[config.mk]
export PLATFORM = sky130hd
export DESIGN_NAME = tart_lite
export DESIGN_NICKNAME = d
export VERILOG_FILES = /design/src/logic/tart_pkg.sv /design/src/logic/tart_block_counter.sv /design/src/logic/tart_block_fsm.sv /design/src/logic/tart_correlator.sv /design/src/logic/tart_lite.sv /design/src/logic/tart_regs.sv
export SDC_FILE = /design/constraint.sdc
export NUM_CORES = 1
export LEC_CHECK = 0
export BUFFER_PORTS_ARGS = -buffer_cell sky130_fd_sc_hd__buf_2
export CORE_ASPECT_RATIO = 0.9
export CORE_MARGIN = 5
export CORE_UTILIZATION = 35
export CTS_CLUSTER_DIAMETER = 150
export DETAILED_ROUTE_END_ITERATION = 16
export SKIP_LAST_GASP = 1
export SYNTH_ARGS = -nofsm -noshare
export SYNTH_HDL_FRONTEND = slang
export SYNTH_SLANG_ARGS = --single-unit
[constraint.sdc]
create_clock -name b_clk -period 3.25 [get_ports b_clk]
set_input_delay 0.4875 -clock b_clk [delete_from_list [all_inputs] [get_ports b_clk]]
set_output_delay 0.4875 -clock b_clk [all_outputs]
set_load 0.005 [all_outputs]
[src/logic/tart_pkg.sv]
package tart_pkg;

   // ----------------------------------------
   // Sizes
   // ----------------------------------------
   localparam int NUM_ANTENNA     = 4;
   localparam int NUM_PAIRS       = NUM_ANTENNA * (NUM_ANTENNA - 1) / 2;  // One per baseline
   localparam int BUS_BITS        = 8;
   localparam int ADR_BITS        = 7;
   localparam int ACCUM_BITS      = 8;                       // Holds a full 128-sample block
   localparam int BLOCK_LOG2_BITS = 3;
   localparam int BLOCK_CNT_BITS  = (1 << BLOCK_LOG2_BITS) - 1;  // Counts up to 127
   localparam int VIS_SEL_BITS    = 3;                       // Pair index on readback

   // ----------------------------------------
   // Address map
   // ----------------------------------------
   localparam logic [2:0] ACQ_REGION      = 3'h0;  // 0x00..0x0f, visibility bank
   localparam logic [3:0] CTL_REGION      = 4'hf;  // 0x78..0x7f, control block
   localparam logic [2:0] CTL_REG_CONTROL = 3'd0;
   localparam logic [2:0] CTL_REG_STATUS  = 3'd1;
   localparam logic [2:0] CTL_REG_RESET   = 3'd7;

   // Control register fields
   localparam int CTL_ENABLE_BIT    = 0;
   localparam int CTL_OVERWRITE_BIT = 1;
   localparam int CTL_LOG2_LSB      = 4;  // Block log2 in bits 6:4

   // Status register fields
   localparam int STAT_AVAIL_BIT    = 0;
   localparam int STAT_OVERFLOW_BIT = 1;
   localparam int STAT_FULL_BIT     = 2;

   // Same 7-bit address, split per region
   typedef union packed {
      struct packed {
         logic [2:0] region;
         logic [3:0] index;
      } acq;
      struct packed {
         logic [3:0] region;
         logic [2:0] index;
      } ctl;
   } bus_adr_u;

   typedef enum logic [1:0] {IDLE, ACCUM, FULL} block_state_e;

endpackage

[src/logic/tart_block_counter.sv]
module tart_block_counter (
   input  logic                                 b_clk,
   input  logic                                 rst_n_i,
   input  logic                                 aq_enable_i,
   input  logic                                 accum_en_i,
   input  logic [tart_pkg::BLOCK_LOG2_BITS-1:0] block_log2_i,
   input  logic                                 soft_clr_i,
   output logic                                 block_last_o
);

   logic [tart_pkg::BLOCK_CNT_BITS-1:0] cnt_q;
   logic [tart_pkg::BLOCK_CNT_BITS-1:0] last_cnt;  // Block length minus one

   // Log2 of 7 wraps to all ones, 127
   assign last_cnt = (tart_pkg::BLOCK_CNT_BITS'(1) << block_log2_i) - 1'b1;

   assign block_last_o = accum_en_i && (cnt_q == last_cnt);

   always_ff @(posedge b_clk) begin
      if (!rst_n_i || soft_clr_i) begin
         cnt_q <= '0;
      end else if (!aq_enable_i) begin
         cnt_q <= '0;                    // Restart the block on re-enable
      end else if (accum_en_i) begin
         if (block_last_o) begin
            cnt_q <= '0;
         end else begin
            cnt_q <= cnt_q + 1'b1;
         end
      end
   end

endmodule

[src/logic/tart_block_fsm.sv]
module tart_block_fsm (
   input  logic b_clk,
   input  logic rst_n_i,
   input  logic aq_enable_i,
   input  logic overwrite_i,
   input  logic soft_clr_i,
   input  logic bank_read_i,
   input  logic block_last_i,
   output logic accum_en_o,
   output logic bank_load_o,
   output logic available_o,
   output logic overflow_o,
   output logic full_o
);

   tart_pkg::block_state_e state_q;
   logic                   bank_load_q;  // Handover cycle after a block
   logic                   available_q;
   logic                   overflow_q;
   logic                   bank_busy;    // Bank still unread after this cycle

   assign bank_busy = available_q && !bank_read_i;

   always_ff @(posedge b_clk) begin
      if (!rst_n_i || soft_clr_i) begin
         state_q     <= tart_pkg::IDLE;
         bank_load_q <= 1'b0;
         available_q <= 1'b0;
         overflow_q  <= 1'b0;
      end else begin
         bank_load_q <= 1'b0;
         if (bank_load_q) begin
            available_q <= 1'b1;    // New bank wins over a same-cycle read
         end else if (bank_read_i) begin
            available_q <= 1'b0;
         end
         case (state_q)
            tart_pkg::IDLE: if (aq_enable_i) state_q <= tart_pkg::ACCUM;
            tart_pkg::ACCUM: begin
               if (block_last_i) begin
                  if (bank_busy) overflow_q <= 1'b1;  // Sticky
                  if (!bank_busy || overwrite_i) begin
                     bank_load_q <= 1'b1;
                  end else begin
                     state_q <= tart_pkg::FULL;   // Block dropped
                  end
               end else if (!aq_enable_i) begin
                  state_q <= tart_pkg::IDLE;
               end
            end
            tart_pkg::FULL: begin
               if (bank_read_i) state_q <= aq_enable_i ? tart_pkg::ACCUM : tart_pkg::IDLE;
            end
            default: state_q <= tart_pkg::IDLE;
         endcase
      end
   end

   // No sampling in the handover cycle
   assign accum_en_o  = (state_q == tart_pkg::ACCUM) && aq_enable_i && !bank_load_q;
   assign bank_load_o = bank_load_q;
   assign available_o = available_q;
   assign overflow_o  = overflow_q;
   assign full_o      = state_q == tart_pkg::FULL;

   // Stall holds until the host drains the bank
   a_full_stalls : assert property (@(posedge b_clk) disable iff (!rst_n_i)
      $rose(full_o) |-> (!accum_en_o until (bank_read_i || soft_clr_i)));

endmodule

[src/logic/tart_correlator.sv]
module tart_correlator (
   input  logic                              b_clk,
   input  logic                              rst_n_i,
   input  logic [tart_pkg::NUM_ANTENNA-1:0]  ax_data_i,
   input  logic                              accum_en_i,
   input  logic                              block_last_i,
   input  logic                              bank_load_i,
   input  logic                              soft_clr_i,
   input  logic [tart_pkg::VIS_SEL_BITS-1:0] vis_sel_i,
   output logic [tart_pkg::ACCUM_BITS-1:0]   vis_dat_o
);

   logic [tart_pkg::NUM_PAIRS-1:0]  match;      // Both bits of a pair agree
   logic [tart_pkg::ACCUM_BITS-1:0] acc_q  [tart_pkg::NUM_PAIRS];
   logic [tart_pkg::ACCUM_BITS-1:0] bank_q [tart_pkg::NUM_PAIRS];
   logic                            blk_end_q;  // Last sample was taken

   // ----------------------------------------
   // Pair map, (0,1) (0,2) (0,3) (1,2) (1,3) (2,3)
   // ----------------------------------------
   for (genvar i = 0; i < tart_pkg::NUM_ANTENNA - 1; i++) begin : g_ant_a
      for (genvar j = i + 1; j < tart_pkg::NUM_ANTENNA; j++) begin : g_ant_b
         localparam int P = i * (2 * tart_pkg::NUM_ANTENNA - i - 1) / 2 + (j - i - 1);
         assign match[P] = ~(ax_data_i[i] ^ ax_data_i[j]);  // XNOR correlator
      end
   end

   // ----------------------------------------
   // Accumulators and bank
   // ----------------------------------------
   always_ff @(posedge b_clk) begin
      if (!rst_n_i || soft_clr_i) begin
         blk_end_q <= 1'b0;
         for (int p = 0; p < tart_pkg::NUM_PAIRS; p++) begin
            acc_q[p]  <= '0;
            bank_q[p] <= '0;
         end
      end else begin
         blk_end_q <= block_last_i;
         for (int p = 0; p < tart_pkg::NUM_PAIRS; p++) begin
            if (bank_load_i) begin
               bank_q[p] <= acc_q[p];      // Includes the last sample
            end
            if (blk_end_q) begin
               acc_q[p] <= '0;             // Loaded or dropped, restart
            end else if (accum_en_i && match[p]) begin
               acc_q[p] <= acc_q[p] + 1'b1;
            end
         end
      end
   end

   // Readback mux, indices 6 and 7 read 0
   always_comb begin
      vis_dat_o = '0;
      for (int p = 0; p < tart_pkg::NUM_PAIRS; p++) begin
         if (vis_sel_i == tart_pkg::VIS_SEL_BITS'(p)) begin
            vis_dat_o = bank_q[p];
         end
      end
   end

   // Loads only come in the handover cycle right after a block end
   a_load_after_end : assert property (@(posedge b_clk) disable iff (!rst_n_i)
      bank_load_i |-> blk_end_q);

endmodule

[src/logic/tart_lite.sv]
module tart_lite (
   input  logic                             b_clk,
   input  logic                             rst_n_i,
   input  logic                             b_stb_i,
   input  logic                             b_we_i,
   input  logic [tart_pkg::ADR_BITS-1:0]    b_adr_i,
   input  logic [tart_pkg::BUS_BITS-1:0]    b_dat_i,
   input  logic [tart_pkg::NUM_ANTENNA-1:0] ax_data_i,
   output logic                             b_ack_o,
   output logic [tart_pkg::BUS_BITS-1:0]    b_dat_o
);

   // Register block controls
   logic                                 aq_enable;
   logic                                 overwrite;
   logic [tart_pkg::BLOCK_LOG2_BITS-1:0] block_log2;
   logic                                 soft_clr;
   logic                                 bank_read;
   logic [tart_pkg::VIS_SEL_BITS-1:0]    vis_sel;

   // Status and readback
   logic                                 available;
   logic                                 overflow;
   logic                                 full;
   logic [tart_pkg::ACCUM_BITS-1:0]      vis_dat;

   // Block sequencing
   logic                                 block_last;
   logic                                 accum_en;
   logic                                 bank_load;

   tart_regs regs_inst (
      .b_clk        (b_clk),
      .rst_n_i      (rst_n_i),
      .b_stb_i      (b_stb_i),
      .b_we_i       (b_we_i),
      .b_adr_i      (b_adr_i),
      .b_dat_i      (b_dat_i),
      .available_i  (available),
      .overflow_i   (overflow),
      .full_i       (full),
      .vis_dat_i    (vis_dat),
      .b_ack_o      (b_ack_o),
      .b_dat_o      (b_dat_o),
      .aq_enable_o  (aq_enable),
      .overwrite_o  (overwrite),
      .block_log2_o (block_log2),
      .soft_clr_o   (soft_clr),
      .bank_read_o  (bank_read),
      .vis_sel_o    (vis_sel)
   );

   tart_block_fsm fsm_inst (
      .b_clk        (b_clk),
      .rst_n_i      (rst_n_i),
      .aq_enable_i  (aq_enable),
      .overwrite_i  (overwrite),
      .soft_clr_i   (soft_clr),
      .bank_read_i  (bank_read),
      .block_last_i (block_last),
      .accum_en_o   (accum_en),
      .bank_load_o  (bank_load),
      .available_o  (available),
      .overflow_o   (overflow),
      .full_o       (full)
   );

   tart_block_counter counter_inst (
      .b_clk        (b_clk),
      .rst_n_i      (rst_n_i),
      .aq_enable_i  (aq_enable),
      .accum_en_i   (accum_en),
      .block_log2_i (block_log2),
      .soft_clr_i   (soft_clr),
      .block_last_o (block_last)
   );

   tart_correlator correlator_inst (
      .b_clk        (b_clk),
      .rst_n_i      (rst_n_i),
      .ax_data_i    (ax_data_i),
      .accum_en_i   (accum_en),
      .block_last_i (block_last),
      .bank_load_i  (bank_load),
      .soft_clr_i   (soft_clr),
      .vis_sel_i    (vis_sel),
      .vis_dat_o    (vis_dat)
   );

endmodule

[src/logic/tart_regs.sv]
module tart_regs (
   input  logic                                  b_clk,
   input  logic                                  rst_n_i,
   input  logic                                  b_stb_i,
   input  logic                                  b_we_i,
   input  tart_pkg::bus_adr_u                    b_adr_i,
   input  logic [tart_pkg::BUS_BITS-1:0]         b_dat_i,
   input  logic                                  available_i,
   input  logic                                  overflow_i,
   input  logic                                  full_i,
   input  logic [tart_pkg::ACCUM_BITS-1:0]       vis_dat_i,
   output logic                                  b_ack_o,
   output logic [tart_pkg::BUS_BITS-1:0]         b_dat_o,
   output logic                                  aq_enable_o,
   output logic                                  overwrite_o,
   output logic [tart_pkg::BLOCK_LOG2_BITS-1:0]  block_log2_o,
   output logic                                  soft_clr_o,
   output logic                                  bank_read_o,
   output logic [tart_pkg::VIS_SEL_BITS-1:0]     vis_sel_o
);

   logic                          acq_hit;   // Address in the bank region
   logic                          ctl_hit;   // Address in the control region
   logic                          vis_hit;   // One of the six pair registers
   logic                          ctl_wr;
   logic [tart_pkg::BUS_BITS-1:0] ctrl_q;
   logic [tart_pkg::BUS_BITS-1:0] status;
   logic [tart_pkg::BUS_BITS-1:0] rd_data;

   // ----------------------------------------
   // Address decode, both views
   // ----------------------------------------
   assign acq_hit = b_adr_i.acq.region == tart_pkg::ACQ_REGION;
   assign ctl_hit = b_adr_i.ctl.region == tart_pkg::CTL_REGION;
   assign vis_hit = acq_hit && (b_adr_i.acq.index < tart_pkg::NUM_PAIRS);

   assign ctl_wr     = b_stb_i && b_we_i && ctl_hit &&
                       (b_adr_i.ctl.index == tart_pkg::CTL_REG_CONTROL);
   assign soft_clr_o = b_stb_i && b_we_i && ctl_hit &&
                       (b_adr_i.ctl.index == tart_pkg::CTL_REG_RESET);

   // Reading the last pair releases the bank
   assign bank_read_o = b_stb_i && !b_we_i && acq_hit &&
                        (b_adr_i.acq.index == 4'(tart_pkg::NUM_PAIRS - 1));

   assign vis_sel_o = b_adr_i.acq.index[tart_pkg::VIS_SEL_BITS-1:0];  // Bank mux, same cycle

   // Control fields
   assign aq_enable_o  = ctrl_q[tart_pkg::CTL_ENABLE_BIT];
   assign overwrite_o  = ctrl_q[tart_pkg::CTL_OVERWRITE_BIT];
   assign block_log2_o = ctrl_q[tart_pkg::CTL_LOG2_LSB +: tart_pkg::BLOCK_LOG2_BITS];

   always_comb begin
      status = '0;
      status[tart_pkg::STAT_AVAIL_BIT]    = available_i;
      status[tart_pkg::STAT_OVERFLOW_BIT] = overflow_i;
      status[tart_pkg::STAT_FULL_BIT]     = full_i;
   end

   // Read mux, unmapped reads give 0
   always_comb begin
      rd_data = '0;
      if (vis_hit) begin
         rd_data = vis_dat_i;
      end else if (ctl_hit) begin
         case (b_adr_i.ctl.index)
            tart_pkg::CTL_REG_CONTROL: rd_data = ctrl_q;
            tart_pkg::CTL_REG_STATUS:  rd_data = status;
            default:                   rd_data = '0;
         endcase
      end
   end

   // ----------------------------------------
   // Registers
   // ----------------------------------------
   always_ff @(posedge b_clk) begin
      if (!rst_n_i) begin
         ctrl_q <= '0;
      end else if (soft_clr_o) begin
         ctrl_q <= '0;           // Soft reset also drops enable
      end else if (ctl_wr) begin
         ctrl_q <= b_dat_i;
      end
   end

   // Ack and data one cycle after the strobe
   always_ff @(posedge b_clk) begin
      if (!rst_n_i) begin
         b_ack_o <= 1'b0;
         b_dat_o <= '0;
      end else begin
         b_ack_o <= b_stb_i;
         b_dat_o <= (b_stb_i && !b_we_i) ? rd_data : '0;  // Writes return 0
      end
   end

   // No lost and no stray acks on a bus without back-pressure
   a_ack_follows_stb : assert property (@(posedge b_clk) disable iff (!rst_n_i)
      b_stb_i |=> b_ack_o);
   a_no_stray_ack : assert property (@(posedge b_clk) disable iff (!rst_n_i)
      !b_stb_i |=> !b_ack_o);

endmodule

; ---- After elaboration in Yosys (flattened, before gate mapping)
; Memory sizes are Yosys's and may differ from the RTL's.
; Index checks and enable logic that the tools add are counted.
; Widths: inputs -> output; s select.
[totals]
in_bits = 23
elab_cells = 175
output_inout_bits = 9
n_memories = 2
ramBits = 96
ff_bits = 30
[op_classes]
n_eq_ne = 15
n_reduce_logical = 35
n_shift = 1
order_cmp = 1
muxes = 70
n_addsub = 8
bitwise_logic = 34
[memory_table]
columns = memory, words, word_bits, read_ports, rd_clocked_by_memory_dff, wr, line
row1 = correlator_inst.acc_q, 6, 8, 6, 0, 6, tart_correlator.sv:14  ; logic [tart_pkg::ACCUM_BITS-1:0] acc_q [tart_pkg::NUM_PAIRS];
row2 = correlator_inst.bank_q, 6, 8, 6, 0, 6, tart_correlator.sv:15  ; logic [tart_pkg::ACCUM_BITS-1:0] bank_q [tart_pkg::NUM_PAIRS];
[ops]
columns = operator, count
row1 = $mux 8, 26
row2 = $add 8x1->8 const B, 6
row3 = $mux 1, 36
row4 = $logic_and 1x1->1, 18
row5 = $or 1x1->1, 18
row6 = $pmux 8 s2, 1
row7 = $mux 2, 5
row8 = $not 1->1, 10
row9 = $eq 3x3->1 const B, 3
row10 = $add 7x1->7 const B, 1
row11 = $eq 7x7->1, 1
row12 = $mux 7, 1
row13 = $shl 1x3->7 const A, 1
row14 = $sub 7x1->7 const B, 1
row15 = $eq 3x2->1 const B, 2
row16 = $logic_not 3->1, 2
row17 = $pmux 2 s3, 1
row18 = $xor 1x1->1, 6
row19 = $logic_not 1->1, 5
row20 = $eq 4x3->1 const B, 1
row21 = $eq 4x4->1 const B, 1
row22 = $lt 4x3->1 const B, 1
row23 = $reduce_and 4->1, 1
row24 = $reduce_or 2->1, 2
row25 = other kinds (13), 14

; ---- Longest topological paths before layout
[logic_depth]
word_depth = 11
depth_mapped = 7
ltp_nobuf = 5

; ---- By module
; Synthesis repeated with hierarchy kept, for this count alone.
[unflattened]
cells_unflattened = 548
area_unflattened_um2 = 6249.7
[modules_own_cells]
columns = mod, area_per_inst_um2, instances, cells_each, seq_area_each_um2
row1 = tart_correlator, 4703.3, 1, 374, 2902.8
row2 = tart_regs, 809.5, 1, 91, 340.3
row3 = tart_block_counter, 496.7, 1, 57, 140.1
row4 = tart_block_fsm, 240.2, 1, 26, 100.1

; ---- Worst setup path after synthesis
; Ideal clock, no wire load.
[synth_path]
kind = input-to-reg
from = in b_adr_i[6] (netlist bit)
to = mem correlator_inst.bank_q[0][0] (netlist bit) (enable)
slack_ns = 0.401
setup_ns = 0.407
cell_stages = 5
required_ns = 2.843
t_arrival_ns = 2.442
n_path_buf = 2
path_cell_list = nand4_1 o31a_1 buf_2 clkbuf_1 nand2_1
[synth_lines]
columns = element, line
row1 = "start, declared", tart_lite.sv:6  ; input logic [tart_pkg::ADR_BITS-1:0] b_adr_i,
row2 = "end, declared", tart_correlator.sv:15

==> flow_summary.json <==
{
  "async_reset_ff_share_pct": 0,
  "ys_ff_latch": 126,
  "ant_nets": 0,
  "synth_nets": 551,
  "leakage_nw": 2.657,
  "fin_tns_setup_ns": 0,
  "cts_num_sinks": 126,
  "cp.arrival_ns": 2.17,
  "fin_hold_ws_ns": 0.3079,
  "worst_slew_pin_slew_ns": 1.188,
  "pwr-share-clk_pct": 46.6,
  "antenna_found_initial": 0,
  "row_count": 45,
  "grt_pass1_vias": 3991,
  "startpoint_type": "flop",
  "crit_type": "flop to flop",
  "cts.clk_slew.worst_paths_ns": 0.05,
  "tritoncts": "yes",
  "drc_errors": 0,
  "fin_util_pct": 41.26,
  "h-tree-depth": 4,
  "final_layout_size_suffix_gt1_share_pct": 14.86,
  "grt_pass1_wl_um": 20910,
  "clock_path_buffers": 2,
  "postCtsResizedCells": 0,
  "p_int_mw": 2.910,
  "outcome": "complete, no violations",
  "cts_setup_buffers": 0,
  "finalWirelength_um": 12760,
  "avgViaCountPerCell": 5.193,
  "path_max_fanout": 11,
  "cts_buffers": 17,
  "antenna_cells": 0,
  "gp_congestion": 0.7703,
  "die_area_sq_um": 19810,
  "crit_family": "compound AO/OA/AOI/OAI gates",
  "fmax_ghz": 0.4658,
  "grt_max_degree": 55,
  "synth_cells": 521,
  "synth.top_cell.area_share_pct": 48.18,
  "grt_util_all_layers_pct": 13.52,
  "fp.dieH_um": 134.0,
  "dp_hpwl_um": 8953,
  "start_util_pct": 35.54,
  "ir_drop_uv": 356.6,
  "root_buffer": "clkbuf_16",
  "cp-end-kind": "flop",
  "syn_area_per_cell_sq_um": 11.48,
  "dr_total_vias": 4066,
  "synthTopCellsByCount": "edfxtp_1 (96), nor2_1 (66), and3_1 (62)",
  "hp-class": "input port to flop",
  "initialDrtViolationCount": 312,
  "layout_min_cycle_time_ns": 2.147,
  "port_buffers": 31,
  "yosysTopAreaCell": "edfxtp_1",
  "crit_buf_inv": 1,
  "hold_viol": 0,
  "synth_edf_count": 96,
  "cellPowerDensity_nw_per_um2": 528.6,
  "crit_path_top_delay_cell": "o21ai_0",
  "gr-total-overflow": 0,
  "maxSlewHeadroom_pct": 19.97,
  "pwr-share-comb_pct": 4.2,
  "ff2ff_setup_slack_ns": 1.10,
  "p_sw_share_pct": 20.73,
  "setup_viol_count_final": 0,
  "fin_crit_sh_pct": 66.05,
  "synth_cell_types": 55,
  "drv_slew": 0,
  "p_switching_uw": 761.0,
  "finalNetCount": 589,
  "fin_skew_ns": 0.009955,
  "synth-seq-area-share_pct": 58.22,
  "final_cells": 783,
  "slowest_delay_ns": 0.94,
  "synth-main-ff-cell": "edfxtp_1",
  "fillers": 1585,
  "syn_area_sq_um": 5983,
  "ys_warn_count": 0,
  "multi_input_area_sq_um": 2338,
  "cp.required_ns": 3.27,
  "io-pin-count": 32,
  "max_cap_violations": 0,
  "crit_chain": "nand4bb_1 > buf_4 > o21ai_0",
  "first_pass_iters": 4,
  "cts-hold-fix-buffers": 0,
  "area_growth_pct": 16.08,
  "regArea_sq_um": 3483,
  "yosysMostFrequentCell": "edfxtp_1",
  "die_w_um": 147.8,
  "wl_per_cell_um": 16.29,
  "clkLatencyLatePin_ns": 0.41,
  "place_inst": 751,
  "synth.area.top_cells": "edfxtp_1 (48%), dfxtp_1 (10%), and3_1 (6.5%)",
  "rsz0062_at_grt": "false",
  "core_area_sq_um": 16830,
  "seqPwrFrac_pct": 49.2
}
-- routing by layer --
layer	vias to the layer above	wire, um	part of all wire (%)	track usage, %
met3	13	826	6.5	4.662
met2	102	5441	43	19.26
met4	0	162	1.3	3.951
met5	-	0	0	0
li1	1980	-	-	-
met1	1971	6326	50	19.50
-- logic make-up after synthesis --
logic type,Yosys count,share of synthesized area (%)
buf+inv,39,2.739
mux,19,3.827
compound gates,55,6.399
flops,126,58.22
simple gates,227,20.33
fa+ha+maj,7,1.464
xor+xnor,48,7.026
-- cell type report --
type / instances / area share [%]
Sequential cell: 126 / 50.15
Multi-Input combinational cell: 356 / 33.67
Clock buffer: 31 / 7.620
Timing Repair Buffer: 46 / 4.035
Tap cell: 211 / 3.801
Inverter: 12 / 0.6485
Clock inverter: 1 / 0.07206
-- metrics by stage --
stage / total power [mW] / worst slack, ns / instance area (sq um)
CTS: 3.703 / 1.121 / 6945
global route: 3.818 / 0.9022 / 6945
detailed placement: 1.992 / 0.8532 / 6411
global placement: 1.987 / 0.9032 / 6411
finish: 3.671 / 1.103 / 6945
floorplan: 1.924 / 0.4014 / 5983
-- final timing paths --
kind,startpoint,end,depth (start not counted)
worst max-delay path,regs_inst.ctrl_q[0],correlator_inst.acc_q[4][0],3
worst min-delay path,b_stb_i,regs_inst.b_ack_o,2
worst max register to register,regs_inst.ctrl_q[0],correlator_inst.acc_q[4][0],3
worst min register to register,regs_inst.ctrl_q[3],regs_inst.b_dat_o[3],2
-- cells in the final DEF (no fill, tap or decap), types with 4 or more instances in the layout --
| cell type | n |
|---|---|
| nand4_1 | 4 |
| edfxtp_1 | 96 |
| nand2b_1 | 7 |
| nor2b_1 | 5 |
| xor2_1 | 34 |
| nor3_1 | 8 |
| clkbuf_16 | 18 |
| dfxtp_1 | 30 |
| o21ai_0 | 12 |
| or2_2 | 4 |
| a21oi_1 | 8 |
| o211ai_1 | 8 |
| ha_1 | 7 |
| mux2i_1 | 15 |
| inv_1 | 12 |
| and3_1 | 62 |
| nor2_1 | 66 |
| clkbuf_1 | 10 |
| buf_4 | 14 |
| nand3_1 | 31 |
| buf_2 | 31 |
| xnor2_1 | 14 |
| nand2_1 | 23 |
-- power by group through the flow --
stage	Sequential [mW]	Combinational [mW]	Clock [mW]
floorplan	1.83	0.0986	0
global placement	1.84	0.150	0
detailed placement	1.84	0.154	0
CTS	1.81	0.155	1.74
global route	1.81	0.173	1.84
finish	1.81	0.155	1.71
-- sequential cells by signal, summed over array words and instances (netlist names) --
register,count
fsm_inst.overflow_o,1
counter_inst.cnt_q,7
regs_inst.ctrl_q,8
correlator_inst.acc_q,48
correlator_inst.blk_end_q,1
regs_inst.b_ack_o,1
fsm_inst.state_q,2
correlator_inst.bank_q,48
fsm_inst.available_o,1
fsm_inst.bank_load_o,1
regs_inst.b_dat_o,8
-- worst register-to-register path: cells and delay by family, from the launching register on --
family	cells	cell delay, ns
DFF	1	0.47
buffers and inverters	1	0.21
and+or+nand+nor	1	0.13
AOI/OAI and AO/OA	1	0.95
(Power assumes the default switching activity.)
